[src/include/marble_cfg.svh]
// Local bus widths, page decode values, counter widths and configuration default
`ifndef MARBLE_CFG_SVH
`define MARBLE_CFG_SVH

// --------------------
// Local bus
// --------------------
`define LB_AW 24
`define LB_DW 32

// Upper address byte for the read-only status bank
`define LB_PAGE_STATUS 8'h00
// Direct writes and their mirror readback
`define LB_PAGE_LOCAL 8'h05
// Upper 12 address bits for counter reads: page 4 with bit 12 set
`define LB_PAGE_RXCNT 12'h041

// Returned for any address nobody claims
`define LB_DEFAULT_DATA 32'hdeadbeef

// --------------------
// Storage and counters
// --------------------
`define MIRROR_AW 5
`define RXCNT_AW 4
`define RXCNT_DW 20

// 10 bits gives one LED period per 1024 clocks
`define LED_CW 10

`define MISC_CONFIG_DEFAULT 8'h00

`endif
[src/design/marble_lb_pkg.sv]
// Types for the local bus, data words, packet counts and control registers
`default_nettype none

package marble_lb_pkg;

	`include "marble_cfg.svh"

	// Bus address and data
	typedef logic [`LB_AW-1:0] lb_addr_t;
	typedef logic [`LB_DW-1:0] lb_word_t;

	// Upper address byte, used by the page decoders
	typedef logic [7:0] lb_page_t;

	// One entry of the packet counter bank
	typedef logic [`RXCNT_DW-1:0] rx_count_t;

	// LED brightness, scaled by four against the LED cycle counter
	typedef logic [7:0] duty_t;

	// --------------------
	// Board configuration byte
	// --------------------
	// Bit 0 is cfg_d02, bits 7:4 are ext_config
	typedef struct packed {
		logic [3:0] ext_config;
		logic       zest_pwr_en;
		logic       allow_mmc_eth_config;
		logic       mmc_int;
		logic       cfg_d02;
	} misc_config_t;

endpackage

`default_nettype wire

[src/design/lb_if.sv]
// Internal local bus interface with master and slave modports
`timescale 1ns/100ps
`default_nettype none

interface lb_if;
	import marble_lb_pkg::*;

	lb_addr_t addr;
	logic     strobe;
	// High for a read, low for a write
	logic     rd;
	lb_word_t wdata;

	// Driven from the top level bus pins
	modport master (
		output addr,
		output strobe,
		output rd,
		output wdata
	);

	// Every register peer and the read mux
	modport slave (
		input addr,
		input strobe,
		input rd,
		input wdata
	);

endinterface

`default_nettype wire

[src/design/lb_marble_slave.sv]
// Local bus register slave top level: bus interface, register peers and read mux
`timescale 1ns/100ps
`default_nettype none

`include "marble_cfg.svh"

module lb_marble_slave (
	input  wire                          clk,
	input  wire                          rst_n,
	// Local bus
	input  wire marble_lb_pkg::lb_addr_t addr,
	input  wire                          control_strobe,
	input  wire                          control_rd,
	input  wire marble_lb_pkg::lb_word_t data_out,
	output marble_lb_pkg::lb_word_t      data_in,
	// Status and statistics sources
	input  wire                          xdomain_fault,
	input  wire                          tx_mac_done,
	input  wire [1:0]                    rx_mac_buf_status,
	input  wire                          rx_category_s,
	input  wire [`RXCNT_AW-1:0]          rx_category,
	// Board outputs
	output logic [1:0]                   led_user_mode,
	output logic                         led1,
	output logic                         led2,
	output logic                         cfg_d02,
	output logic                         mmc_int,
	output logic                         allow_mmc_eth_config,
	output logic                         zest_pwr_en,
	output logic [3:0]                   ext_config
);
	import marble_lb_pkg::*;

	lb_word_t     status_data;
	rx_count_t    rxcnt_data;
	lb_word_t     mirror_data;
	logic         local_wr;
	duty_t        led1_duty;
	duty_t        led2_duty;
	misc_config_t misc_config;
	logic         uptime_tick;

	// --------------------
	// Bus into the interface
	// --------------------
	lb_if bus_if ();

	assign bus_if.addr   = addr;
	assign bus_if.strobe = control_strobe;
	assign bus_if.rd     = control_rd;
	assign bus_if.wdata  = data_out;

	status_bank status_i (
		.clk               (clk),
		.rst_n             (rst_n),
		.bus               (bus_if),
		.xdomain_fault     (xdomain_fault),
		.tx_mac_done       (tx_mac_done),
		.rx_mac_buf_status (rx_mac_buf_status),
		.uptime_tick       (uptime_tick),
		.status_data       (status_data)
	);

	ctrl_regs ctrl_i (
		.clk           (clk),
		.rst_n         (rst_n),
		.bus           (bus_if),
		.local_wr      (local_wr),
		.led_user_mode (led_user_mode),
		.led1_duty     (led1_duty),
		.led2_duty     (led2_duty),
		.misc_config   (misc_config)
	);

	led_pwm led_i (
		.clk         (clk),
		.rst_n       (rst_n),
		.led1_duty   (led1_duty),
		.led2_duty   (led2_duty),
		.led1        (led1),
		.led2        (led2),
		.uptime_tick (uptime_tick)
	);

	rx_counter rxcnt_i (
		.clk           (clk),
		.rst_n         (rst_n),
		.bus           (bus_if),
		.rx_category_s (rx_category_s),
		.rx_category   (rx_category),
		.rxcnt_data    (rxcnt_data)
	);

	// Every local write is kept for readback on the same page
	lb_dpram #(.payload_t(lb_word_t), .AW(`MIRROR_AW)) mirror_i (
		.clk   (clk),
		.we    (local_wr),
		.waddr (addr[`MIRROR_AW-1:0]),
		.wdata (data_out),
		.raddr (addr[`MIRROR_AW-1:0]),
		.rdata (mirror_data)
	);

	lb_read_mux read_mux_i (
		.clk         (clk),
		.rst_n       (rst_n),
		.bus         (bus_if),
		.status_data (status_data),
		.rxcnt_data  (rxcnt_data),
		.mirror_data (mirror_data),
		.data_in     (data_in)
	);

	// Configuration byte out to the board enables
	assign cfg_d02              = misc_config.cfg_d02;
	assign mmc_int              = misc_config.mmc_int;
	assign allow_mmc_eth_config = misc_config.allow_mmc_eth_config;
	assign zest_pwr_en          = misc_config.zest_pwr_en;
	assign ext_config           = misc_config.ext_config;

endmodule

`default_nettype wire

[src/design/lb_read_mux.sv]
// Second read cycle: registered address decode and read data register
`timescale 1ns/100ps
`default_nettype none

`include "marble_cfg.svh"

module lb_read_mux (
	input  wire                          clk,
	input  wire                          rst_n,
	lb_if.slave                          bus,
	input  wire marble_lb_pkg::lb_word_t status_data,
	input  wire marble_lb_pkg::rx_count_t rxcnt_data,
	input  wire marble_lb_pkg::lb_word_t mirror_data,
	output marble_lb_pkg::lb_word_t      data_in
);
	import marble_lb_pkg::*;

	lb_addr_t addr_r;
	lb_page_t page_r;
	logic     rd_r;
	lb_word_t rd_word;

	// Address and strobe of the read launched one cycle ago
	always_ff @(posedge clk) begin
		if (!rst_n)
			rd_r <= 1'b0;
		else
			rd_r <= bus.strobe & bus.rd;
	end

	always_ff @(posedge clk) begin
		addr_r <= bus.addr;
	end

	assign page_r = addr_r[`LB_AW-1 -: 8];

	// --------------------
	// Page decode
	// --------------------
	always_comb begin
		if (page_r == `LB_PAGE_STATUS && !addr_r[11] && !addr_r[4])
			rd_word = status_data;
		else if (addr_r[`LB_AW-1 -: 12] == `LB_PAGE_RXCNT)
			rd_word = {{(`LB_DW-`RXCNT_DW){1'b0}}, rxcnt_data};
		else if (page_r == `LB_PAGE_LOCAL)
			rd_word = mirror_data;
		else
			rd_word = `LB_DEFAULT_DATA;
	end

	// Holds the last result until the next read lands
	always_ff @(posedge clk) begin
		if (!rst_n)
			data_in <= '0;
		else if (rd_r)
			data_in <= rd_word;
	end

endmodule

`default_nettype wire

[src/design/rx_counter.sv]
// Received-packet category counters with update copy and host read copy
`timescale 1ns/100ps
`default_nettype none

`include "marble_cfg.svh"

module rx_counter (
	input  wire                      clk,
	input  wire                      rst_n,
	lb_if.slave                      bus,
	input  wire                      rx_category_s,
	input  wire [`RXCNT_AW-1:0]      rx_category,
	output marble_lb_pkg::rx_count_t rxcnt_data
);
	import marble_lb_pkg::*;

	logic [`RXCNT_AW-1:0] cat_r;
	logic [`RXCNT_AW-1:0] cat_rr;
	logic [`RXCNT_AW-1:0] clr_ptr;
	logic [`RXCNT_AW-1:0] wr_addr;
	logic                 inc_r;
	logic                 inc_rr;
	logic                 clr_active;
	logic                 wr_en;
	rx_count_t            upd_rdata;
	rx_count_t            wr_data;

	// --------------------
	// Update pipeline
	// --------------------
	// Sample pulse, read the old count, then write back count plus one
	// Clearing sweep starts in reset and finishes the last entries just after it
	always_ff @(posedge clk) begin
		if (!rst_n) begin
			inc_r <= 1'b0;
			inc_rr <= 1'b0;
			clr_active <= 1'b1;
			if (clr_active)
				clr_ptr <= clr_ptr + 1'b1;
			else
				clr_ptr <= '0;
		end else begin
			inc_r <= rx_category_s;
			inc_rr <= inc_r;
			if (clr_active) begin
				clr_ptr <= clr_ptr + 1'b1;
				if (&clr_ptr)
					clr_active <= 1'b0;
			end
		end
	end

	always_ff @(posedge clk) begin
		cat_r <= rx_category;
		cat_rr <= cat_r;
	end

	assign wr_en   = clr_active | inc_rr;
	assign wr_addr = clr_active ? clr_ptr : cat_rr;
	assign wr_data = clr_active ? '0 : upd_rdata + rx_count_t'(1);

	// Read-modify-write copy
	lb_dpram #(.payload_t(rx_count_t), .AW(`RXCNT_AW)) upd_mem_i (
		.clk   (clk),
		.we    (wr_en),
		.waddr (wr_addr),
		.wdata (wr_data),
		.raddr (cat_r),
		.rdata (upd_rdata)
	);

	// Same writes, read port left to the host
	lb_dpram #(.payload_t(rx_count_t), .AW(`RXCNT_AW)) host_mem_i (
		.clk   (clk),
		.we    (wr_en),
		.waddr (wr_addr),
		.wdata (wr_data),
		.raddr (bus.addr[`RXCNT_AW-1:0]),
		.rdata (rxcnt_data)
	);

endmodule

`default_nettype wire

[src/design/led_pwm.sv]
// LED cycle counter, uptime tick and duty-factor PWM outputs
`timescale 1ns/100ps
`default_nettype none

`include "marble_cfg.svh"

module led_pwm (
	input  wire                       clk,
	input  wire                       rst_n,
	input  wire marble_lb_pkg::duty_t led1_duty,
	input  wire marble_lb_pkg::duty_t led2_duty,
	output logic                      led1,
	output logic                      led2,
	output logic                      uptime_tick
);

	logic [`LED_CW-1:0] led_cc;
	// Duty times four, so a full byte covers the whole period
	logic [`LED_CW-1:0] led1_thr;
	logic [`LED_CW-1:0] led2_thr;

	assign led1_thr = {led1_duty, 2'b00};
	assign led2_thr = {led2_duty, 2'b00};

	// Blink rate is far above what the eye can see
	always_ff @(posedge clk) begin
		if (!rst_n) begin
			led_cc <= '0;
			uptime_tick <= 1'b0;
			led1 <= 1'b0;
			led2 <= 1'b0;
		end else begin
			led_cc <= led_cc + 1'b1;
			// Pulse once per wrap of the cycle counter
			uptime_tick <= &led_cc;
			led1 <= led_cc < led1_thr;
			led2 <= led_cc < led2_thr;
		end
	end

endmodule

`default_nettype wire

[src/design/ctrl_regs.sv]
// Local write decode and direct-write control registers
`timescale 1ns/100ps
`default_nettype none

`include "marble_cfg.svh"

module ctrl_regs (
	input  wire                         clk,
	input  wire                         rst_n,
	lb_if.slave                         bus,
	output logic                        local_wr,
	output logic [1:0]                  led_user_mode,
	output marble_lb_pkg::duty_t        led1_duty,
	output marble_lb_pkg::duty_t        led2_duty,
	output marble_lb_pkg::misc_config_t misc_config
);
	import marble_lb_pkg::*;

	lb_page_t page;

	assign page = bus.addr[`LB_AW-1 -: 8];

	// Any write to the local page, also feeds the mirror memory
	assign local_wr = bus.strobe & ~bus.rd & (page == `LB_PAGE_LOCAL);

	// --------------------
	// Direct writes
	// --------------------
	// Offsets not listed here only land in the mirror
	always_ff @(posedge clk) begin
		if (!rst_n) begin
			led_user_mode <= 2'b00;
			led1_duty <= '0;
			led2_duty <= '0;
			misc_config <= misc_config_t'(`MISC_CONFIG_DEFAULT);
		end else if (local_wr) begin
			case (bus.addr[4:0])
				5'd1: led_user_mode <= bus.wdata[1:0];
				5'd2: led1_duty <= bus.wdata[7:0];
				5'd3: led2_duty <= bus.wdata[7:0];
				// Board enables, split apart at the top level
				5'd8: misc_config <= misc_config_t'(bus.wdata[7:0]);
				default: ;
			endcase
		end
	end

endmodule

`default_nettype wire

[src/design/status_bank.sv]
// Status bank: ID words, fault counter, uptime, MAC status sync and first read stage
`timescale 1ns/100ps
`default_nettype none

module status_bank (
	input  wire                     clk,
	input  wire                     rst_n,
	lb_if.slave                     bus,
	input  wire                     xdomain_fault,
	input  wire                     tx_mac_done,
	input  wire [1:0]               rx_mac_buf_status,
	input  wire                     uptime_tick,
	output marble_lb_pkg::lb_word_t status_data
);
	import marble_lb_pkg::*;

	// Spells "Hello world!(::)" across offsets 0 to 3
	localparam lb_word_t id_word_0 = "Hell";
	localparam lb_word_t id_word_1 = "o wo";
	localparam lb_word_t id_word_2 = "rld!";
	localparam lb_word_t id_word_3 = "(::)";

	logic [15:0] fault_count;
	logic [31:0] uptime;
	logic        tx_done_r;
	logic [1:0]  rx_status_r;
	logic        do_rd;

	assign do_rd = bus.strobe & bus.rd;

	// --------------------
	// Counters and status sync
	// --------------------
	always_ff @(posedge clk) begin
		if (!rst_n) begin
			fault_count <= '0;
			uptime <= '0;
			tx_done_r <= 1'b0;
			rx_status_r <= '0;
		end else begin
			// A burst at startup is expected while the clock trees settle
			if (xdomain_fault)
				fault_count <= fault_count + 16'd1;
			// One tick per LED period
			if (uptime_tick)
				uptime <= uptime + 32'd1;
			// MAC levels come from another block, register them in clk
			tx_done_r <= tx_mac_done;
			rx_status_r <= rx_mac_buf_status;
		end
	end

	// --------------------
	// First read cycle
	// --------------------
	always_ff @(posedge clk) begin
		if (do_rd) begin
			case (bus.addr[3:0])
				4'h0: status_data <= id_word_0;
				4'h1: status_data <= id_word_1;
				4'h2: status_data <= id_word_2;
				4'h3: status_data <= id_word_3;
				4'h4: status_data <= {16'd0, fault_count};
				4'h5: status_data <= uptime;
				4'h6: status_data <= {31'd0, tx_done_r};
				4'h7: status_data <= {30'd0, rx_status_r};
				default: status_data <= '0;
			endcase
		end
	end

endmodule

`default_nettype wire

[src/design/lb_dpram.sv]
// Simple dual-port memory with registered read and a type-parameterized payload
`timescale 1ns/100ps
`default_nettype none

module lb_dpram #(
	parameter type payload_t = marble_lb_pkg::lb_word_t,
	parameter int  AW        = 5
) (
	input  wire           clk,
	input  wire           we,
	input  wire [AW-1:0]  waddr,
	input  wire payload_t wdata,
	input  wire [AW-1:0]  raddr,
	output payload_t      rdata
);

	payload_t mem [0:(1<<AW)-1];

	// Write port
	always_ff @(posedge clk) begin
		if (we)
			mem[waddr] <= wdata;
	end

	// Read port, one cycle latency
	// A write at the previous edge is already visible here
	always_ff @(posedge clk) begin
		rdata <= mem[raddr];
	end

endmodule

`default_nettype wire

[config.mk]
export PLATFORM = sky130hd
export DESIGN_NAME = lb_marble_slave
export DESIGN_NICKNAME = d
export VERILOG_FILES = /design/src/design/marble_lb_pkg.sv /design/src/design/lb_if.sv /design/src/design/lb_marble_slave.sv /design/src/design/lb_read_mux.sv /design/src/design/rx_counter.sv /design/src/design/led_pwm.sv /design/src/design/ctrl_regs.sv /design/src/design/status_bank.sv /design/src/design/lb_dpram.sv
export VERILOG_INCLUDE_DIRS = /design/src /design/src/include
export SDC_FILE = /design/constraint.sdc
export NUM_CORES = 2
export LEC_CHECK = 0
export BUFFER_PORTS_ARGS = -buffer_cell sky130_fd_sc_hd__clkbuf_2
export CAP_MARGIN = 20
export CORE_MARGIN = 4
export CORE_UTILIZATION = 25
export DETAILED_ROUTE_END_ITERATION = 10
export PLACE_DENSITY = 0.44
export SLEW_MARGIN = 20
export SYNTH_ARGS = -nofsm -noshare
export SYNTH_HDL_FRONTEND = slang
export SYNTH_SLANG_ARGS = --single-unit
[constraint.sdc]
create_clock -name clk -period 6.8 [get_ports clk]
set_input_delay 0.34 -clock clk [delete_from_list [all_inputs] [get_ports clk]]
set_output_delay 0.34 -clock clk [all_outputs]
set_load 0.05 [all_outputs]
# == After elaboration in Yosys (flattened, before gate mapping) ==
# Memory sizes are Yosys's and may differ from the RTL's. A register that Yosys moved wholly into a read port is not among the register bits.
# Index checks and enable logic that the tools add are counted.
# W data, S select, Z words.
# classes
multipliers,0
addsub,5
div,0
muxes,15
n_bitwise,5
n_eq_ne,15
reduce_logical,12
n_lt_le_gt_ge,2
shifts,0
# ops
op,count
$pmux W32 S8,1
$mux W32,3
$add A32 B1 Y32 const B,1
$add A20 B1 Y20 const B,1
$lt A10 B10 Y1,2
$mux W20,1
$add A16 B1 Y16 const B,1
$eq A4 B3 Y1 const B,4
$eq A8 B3 Y1 const B,2
$mux W4,4
$eq A12 B7 Y1 const B,1
$add A10 B1 Y10 const B,1
$eq A5 B2 Y1 const B,2
$reduce_and A10 Y1,1
$eq A4 B2 Y1 const B,2
$logic_not A8 Y1,1
$reduce_and A2 Y1,4
$mux W1,6
$eq A5 B1 Y1 const B,1
$eq A5 B4 Y1 const B,1
$add A4 B1 Y4 const B,1
$eq A4 B1 Y1 const B,1
$logic_not A4 Y1,1
$reduce_and A4 Y1,1
other kinds (6),10
# word_totals
latch_bits,0
elab_cells,83
romBits,0
ram_bits,1664
register_bits,194
in_bits,69
out_inout_bits,44
memories,3
# memory_table
memory,words,word_bits,rd,rd_ports_with_merged_regs,write_ports,line,source
mirror_i.mem,32,32,1,1,1,lb_dpram.sv:17,payload_t mem [0:(1<<AW)-1];
rxcnt_i.host_mem_i.mem,16,20,1,1,1,lb_dpram.sv:17,
rxcnt_i.upd_mem_i.mem,16,20,1,1,1,lb_dpram.sv:17,

# == Logic depth before layout (Yosys ltp) ==
# depth
word_depth,5
ltp_mapped,9
depth_no_buf,6

# == By module ==
# From an unflattened synthesis, not the netlist that was laid out.
# hier_totals
cells_unflattened,4246
area_unflattened_um2,74186.2
# modules_own_cells
module,cells_per_inst,instances,area_each_um2,seq_area_each_um2
lb_dpram at mirror_i,2260,1,40485.1,31390.1
lb_dpram at rxcnt_i.host_mem_i ...,533,2,12530.8,10009.6
status_bank,399,1,3834.9,1981.9
lb_read_mux,212,1,1935.6,940.9
ctrl_regs,103,1,1094.8,520.5
rx_counter,110,1,944.7,340.3
led_pwm,96,1,829.5,260.2

# == Worst setup path after synthesis ==
# No wires, ideal clock.
# synth_timing
path_type,input to register
from,in addr[1]
to,mem mirror_i.mem[0][0] (netlist bit) (enable)
path_buffers,5
slack_ps,1876
setup_ps,502
required_ps,6298
arrival_time_ps,4422
cell_stages,6
path_cell_list,buf_4 > buf_2 > buf_2 > buf_2 > buf_2 > nor4_1
# synth_lines
item,line,source
start: declaration,lb_marble_slave.sv:11,"input wire marble_lb_pkg::lb_addr_t addr,"
end: declaration,lb_dpram.sv:17,
# No word-level cell before the write port.

# == Worst setup path in the final report ==
# layout_timing
from,in addr[21]
to,mem mirror_i.mem[8][24] (netlist bit) (enable)
# layout_between
elab_chain_len,4
# layout_rtl
item,line,source
$eq A8 B3 Y1 (no line),-,
$and A1 B1 Y1,ctrl_regs.sv:24,assign local_wr = bus.strobe & ~bus.rd & (page == `LB_PAGE_LOCAL);
$mux W1,lb_dpram.sv:21,if (we)
$mux W1 (not written as such),lb_dpram.sv:22,mem[waddr] <= wdata;
# Every way passes these cells.

==> run metrics <==
CP Max Fanout 20; Sink Count 1600; Leak 0.02398 µW; VDD IR-drop max about 0.00026 V; launch point of the worst hold path addr[3]; Die Span Y 512.2 µm; gp weighted congestion 0.7260; worst r2r src rxcnt_i.upd_mem_i.rdata[0]; WP data required 7.28 ns; setup TNS 0 ns; Non-Filler Instances 7232; FFs w/ async S/R, synth 0; synthesized cell area 0.06356 mm²; Final Skew approximately 0.066 ns; H-tree lvl count 4; syn nets between 3000 and 4000; dpl hpwl approximately 110000 µm; Hold Fails Final Rpt 0; Worst setup SP type input port; Worst-Margin Slew 1.142 ns; initial DRC count 2974; Worst-path clk slew 0.06 ns; first-pass GRT wire length 263500 µm; number of port buffers 106; max cap viols 0; largest net degree at the start of global routing 86; Via density about 4.7; Final Cycle Share 0.5324; ys flop type edfxtp_1; Crit path arrival time 4.10 ns; share of the synthesized area in the top cell type 0.6519; count of final setup violators 0; commonest non-fill, non-tap cell in the layout edfxtp_1; number of synthesized flops with an enable pin 1380; average wire per standard cell 25.79 µm; Fmax roughly 280 MHz; yosys warns 0; layout cells sized above 1 0.2247; endpoint class of the critical path register; FF-to-FF End rxcnt_i.host_mem_i.mem[12][18]; Die X 512.2 µm; cts bufs inserted approximately 180; DRC Markers 0; Initial DRT Pass Iterations 7; antenna violations before repair 29; syn avg cell area ~18 µm²; min cycle time layout around 3.6 ns; vias in the first global route between 30000 and 40000; most frequent cells in the layout edfxtp_1, mux4_2, mux2i_1, dfxtp_1, clkbuf_16; clk_lat worst skew approximately 0.84 ns; WHS Endpoint mirror_i.rdata[9]; die area 0.2624 mm²; Unique masters post-synth between 60 and 70; Core Area around 0.25 mm²; dpl cells 6865; Post-layout nets between 3000 and 4000; dpl cell area 0.06847 mm²; CP Launch Point addr[21]; io pins 113; DRT Wirelength 186500 µm; Power Dens Cells 305.2 mW/mm²; relative max-transition margin 0.2366; CTS root buf clkbuf_16; Clock Tree Buf Depth 3; Starting Density 0.2521; Crit Path Category in -> reg; FF/Latch Area 0.04585 mm²; Power Total around 23000 µW; hold path cells 3; #FFs+latches synth 1600; worst hold path class in -> reg; GRT Overall Usage 0.1394; RSZ-0062 raised after global routing no; sequential area share after synthesis 0.7212; Area contributors post-synth edfxtp_1, mux4_2, dfxtp_1; grt total ovfl 0; Syn Inst Count 3526; cell taking the most area after synthesis edfxtp_1; DRT antenna net count 0; R2R depth 6; outcome finished, final reports clean; TritonCTS clock tree built; count of pins over their slew limit 0; Syn-to-layout area delta 16.96%; final instance area 0.07435 mm²; total number of vias 33690; postcts setup bufs 0; final core utilization 0.2949; reg2reg setup slack 3.57 ns; fill cell count 24800; multi-input logic area 0.01697 mm²; row cnt around 180
[final cells by class]
type / count / area share
inverter: 32 / 0.001616
sequential: 1600 / 0.6168
clock buffer: 258 / 0.06668
clock inverter: 70 / 0.008364
antenna: 13 / 0.0004376
timing repair buffer: 228 / 0.02161
multi-input combinational: 1683 / 0.2282
tap: 3348 / 0.05634
[power breakdown]
part | switching (µW) | leakage [µW] | total (µW) | internal [µW]
Sequential | 327 | 0.0143 | 11600 | 11300
Combinational | 1210 | 0.00692 | 1910 | 700
Clock | 3970 | 0.00273 | 9200 | 5230
Total | 5510 | 0.0240 | 22700 | 17200
[routing by layer]
| metal | up-vias | part of all wire | wire length [µm] | GRT usage |
|---|---|---|---|---|
| met1 | 17830 | 0.46 | 85870 | 0.1988 |
| met4 | 14 | 0.023 | 4363 | 0.03962 |
| li1 | 14670 | - | - | - |
| met5 | - | 0.00051 | 96 | 0 |
| met2 | 909 | 0.45 | 84600 | 0.2136 |
| met3 | 265 | 0.062 | 11570 | 0.03025 |
[cell usage after synthesis (4+ instances only)]
cell and count:
mux2_2 5, a21oi_1 94, nor4_1 10, xor2_1 22
nand3_1 57, a21o_1 7, nand2_1 142, a22oi_1 8
dfxtp_1 220, nor2b_1 28, and4_1 5, clkbuf_1 109
buf_2 78, ha_1 19, o211ai_1 4, o21a_1 15
nor3_1 59, a211oi_1 28, inv_1 30, buf_1 20
edfxtp_1 1380, o21ai_0 81, and2_1 58, o221ai_1 6
or2_2 4, mux2i_1 273, xnor2_1 41, a221oi_1 25
a2111oi_0 17, or3_1 12, nor2_1 128, nand2b_1 11
o22ai_1 106, nand4_1 21, and3_1 14, mux4_2 341
[worst max-delay path by stage]
stage / endpoint / slack, ns
4_1_cts: mirror_i.mem[8][30] / 3.24
6_report: mirror_i.mem[8][24] / 3.18
3_3_place_gp: mirror_i.rdata[9] / 2.79
3_5_place_dp: mirror_i.mem[8][26] / 2.77
2_1_floorplan: mirror_i.mem[0][0] / 1.88
5_1_grt: mirror_i.mem[8][30] / 3.03
[cells by family after synthesis]
logic type	Yosys count	synth area share
xor gates and xnor gates	63	0.008681
adders and majority gates	19	0.003740
muxes	619	0.1647
buffers and inverters	243	0.01608
DFF	1600	0.7212
and+or+nand+nor	569	0.04460
AOI/OAI and AO/OA	413	0.04096
[worst max-delay path: stages]
cell and delay [ns]:
dlygate4sd3_1 0.54, clkbuf_2 0.12, nor4_1 0.38, and3_1 0.57, nand4_1 0.70, inv_2 0.97, buf_4 0.45
[repair_timing]
item | 4_1_cts | 5_1_grt
endpoints found under the hold margin | 35 | 0
gates resized for setup | 0 | 0
hold buffers | 26 | 0
[metrics by stage]
stage	hold WS [ns]	worst slack, ns
CTS	0.03813	3.235
global placement	0.4319	2.791
floorplan	0.3290	1.876
finish	0.1082	3.180
detailed placement	0.4334	2.772
global route	0.07901	3.032
[registers in the layout, indices dropped and copies added (netlist names), 2 cells and up]
signal and cells:
led_i.led_cc 10, status_i.uptime 32, status_i.status_data 32, read_mux_i.data_in 32
rxcnt_i.upd_mem_i.rdata 20, rxcnt_i.host_mem_i.rdata 20, ctrl_i.led1_duty 8, rxcnt_i.clr_ptr 4
ctrl_i.misc_config 8, rxcnt_i.host_mem_i.mem 320, ctrl_i.led_user_mode 2, rxcnt_i.cat_r 4
ctrl_i.led2_duty 8, status_i.fault_count 16, status_i.rx_status_r 2, mirror_i.rdata 32
read_mux_i.addr_r 14, rxcnt_i.cat_rr 4, mirror_i.mem 1024
No activity file was read; power rests on OpenSTA's default activity.
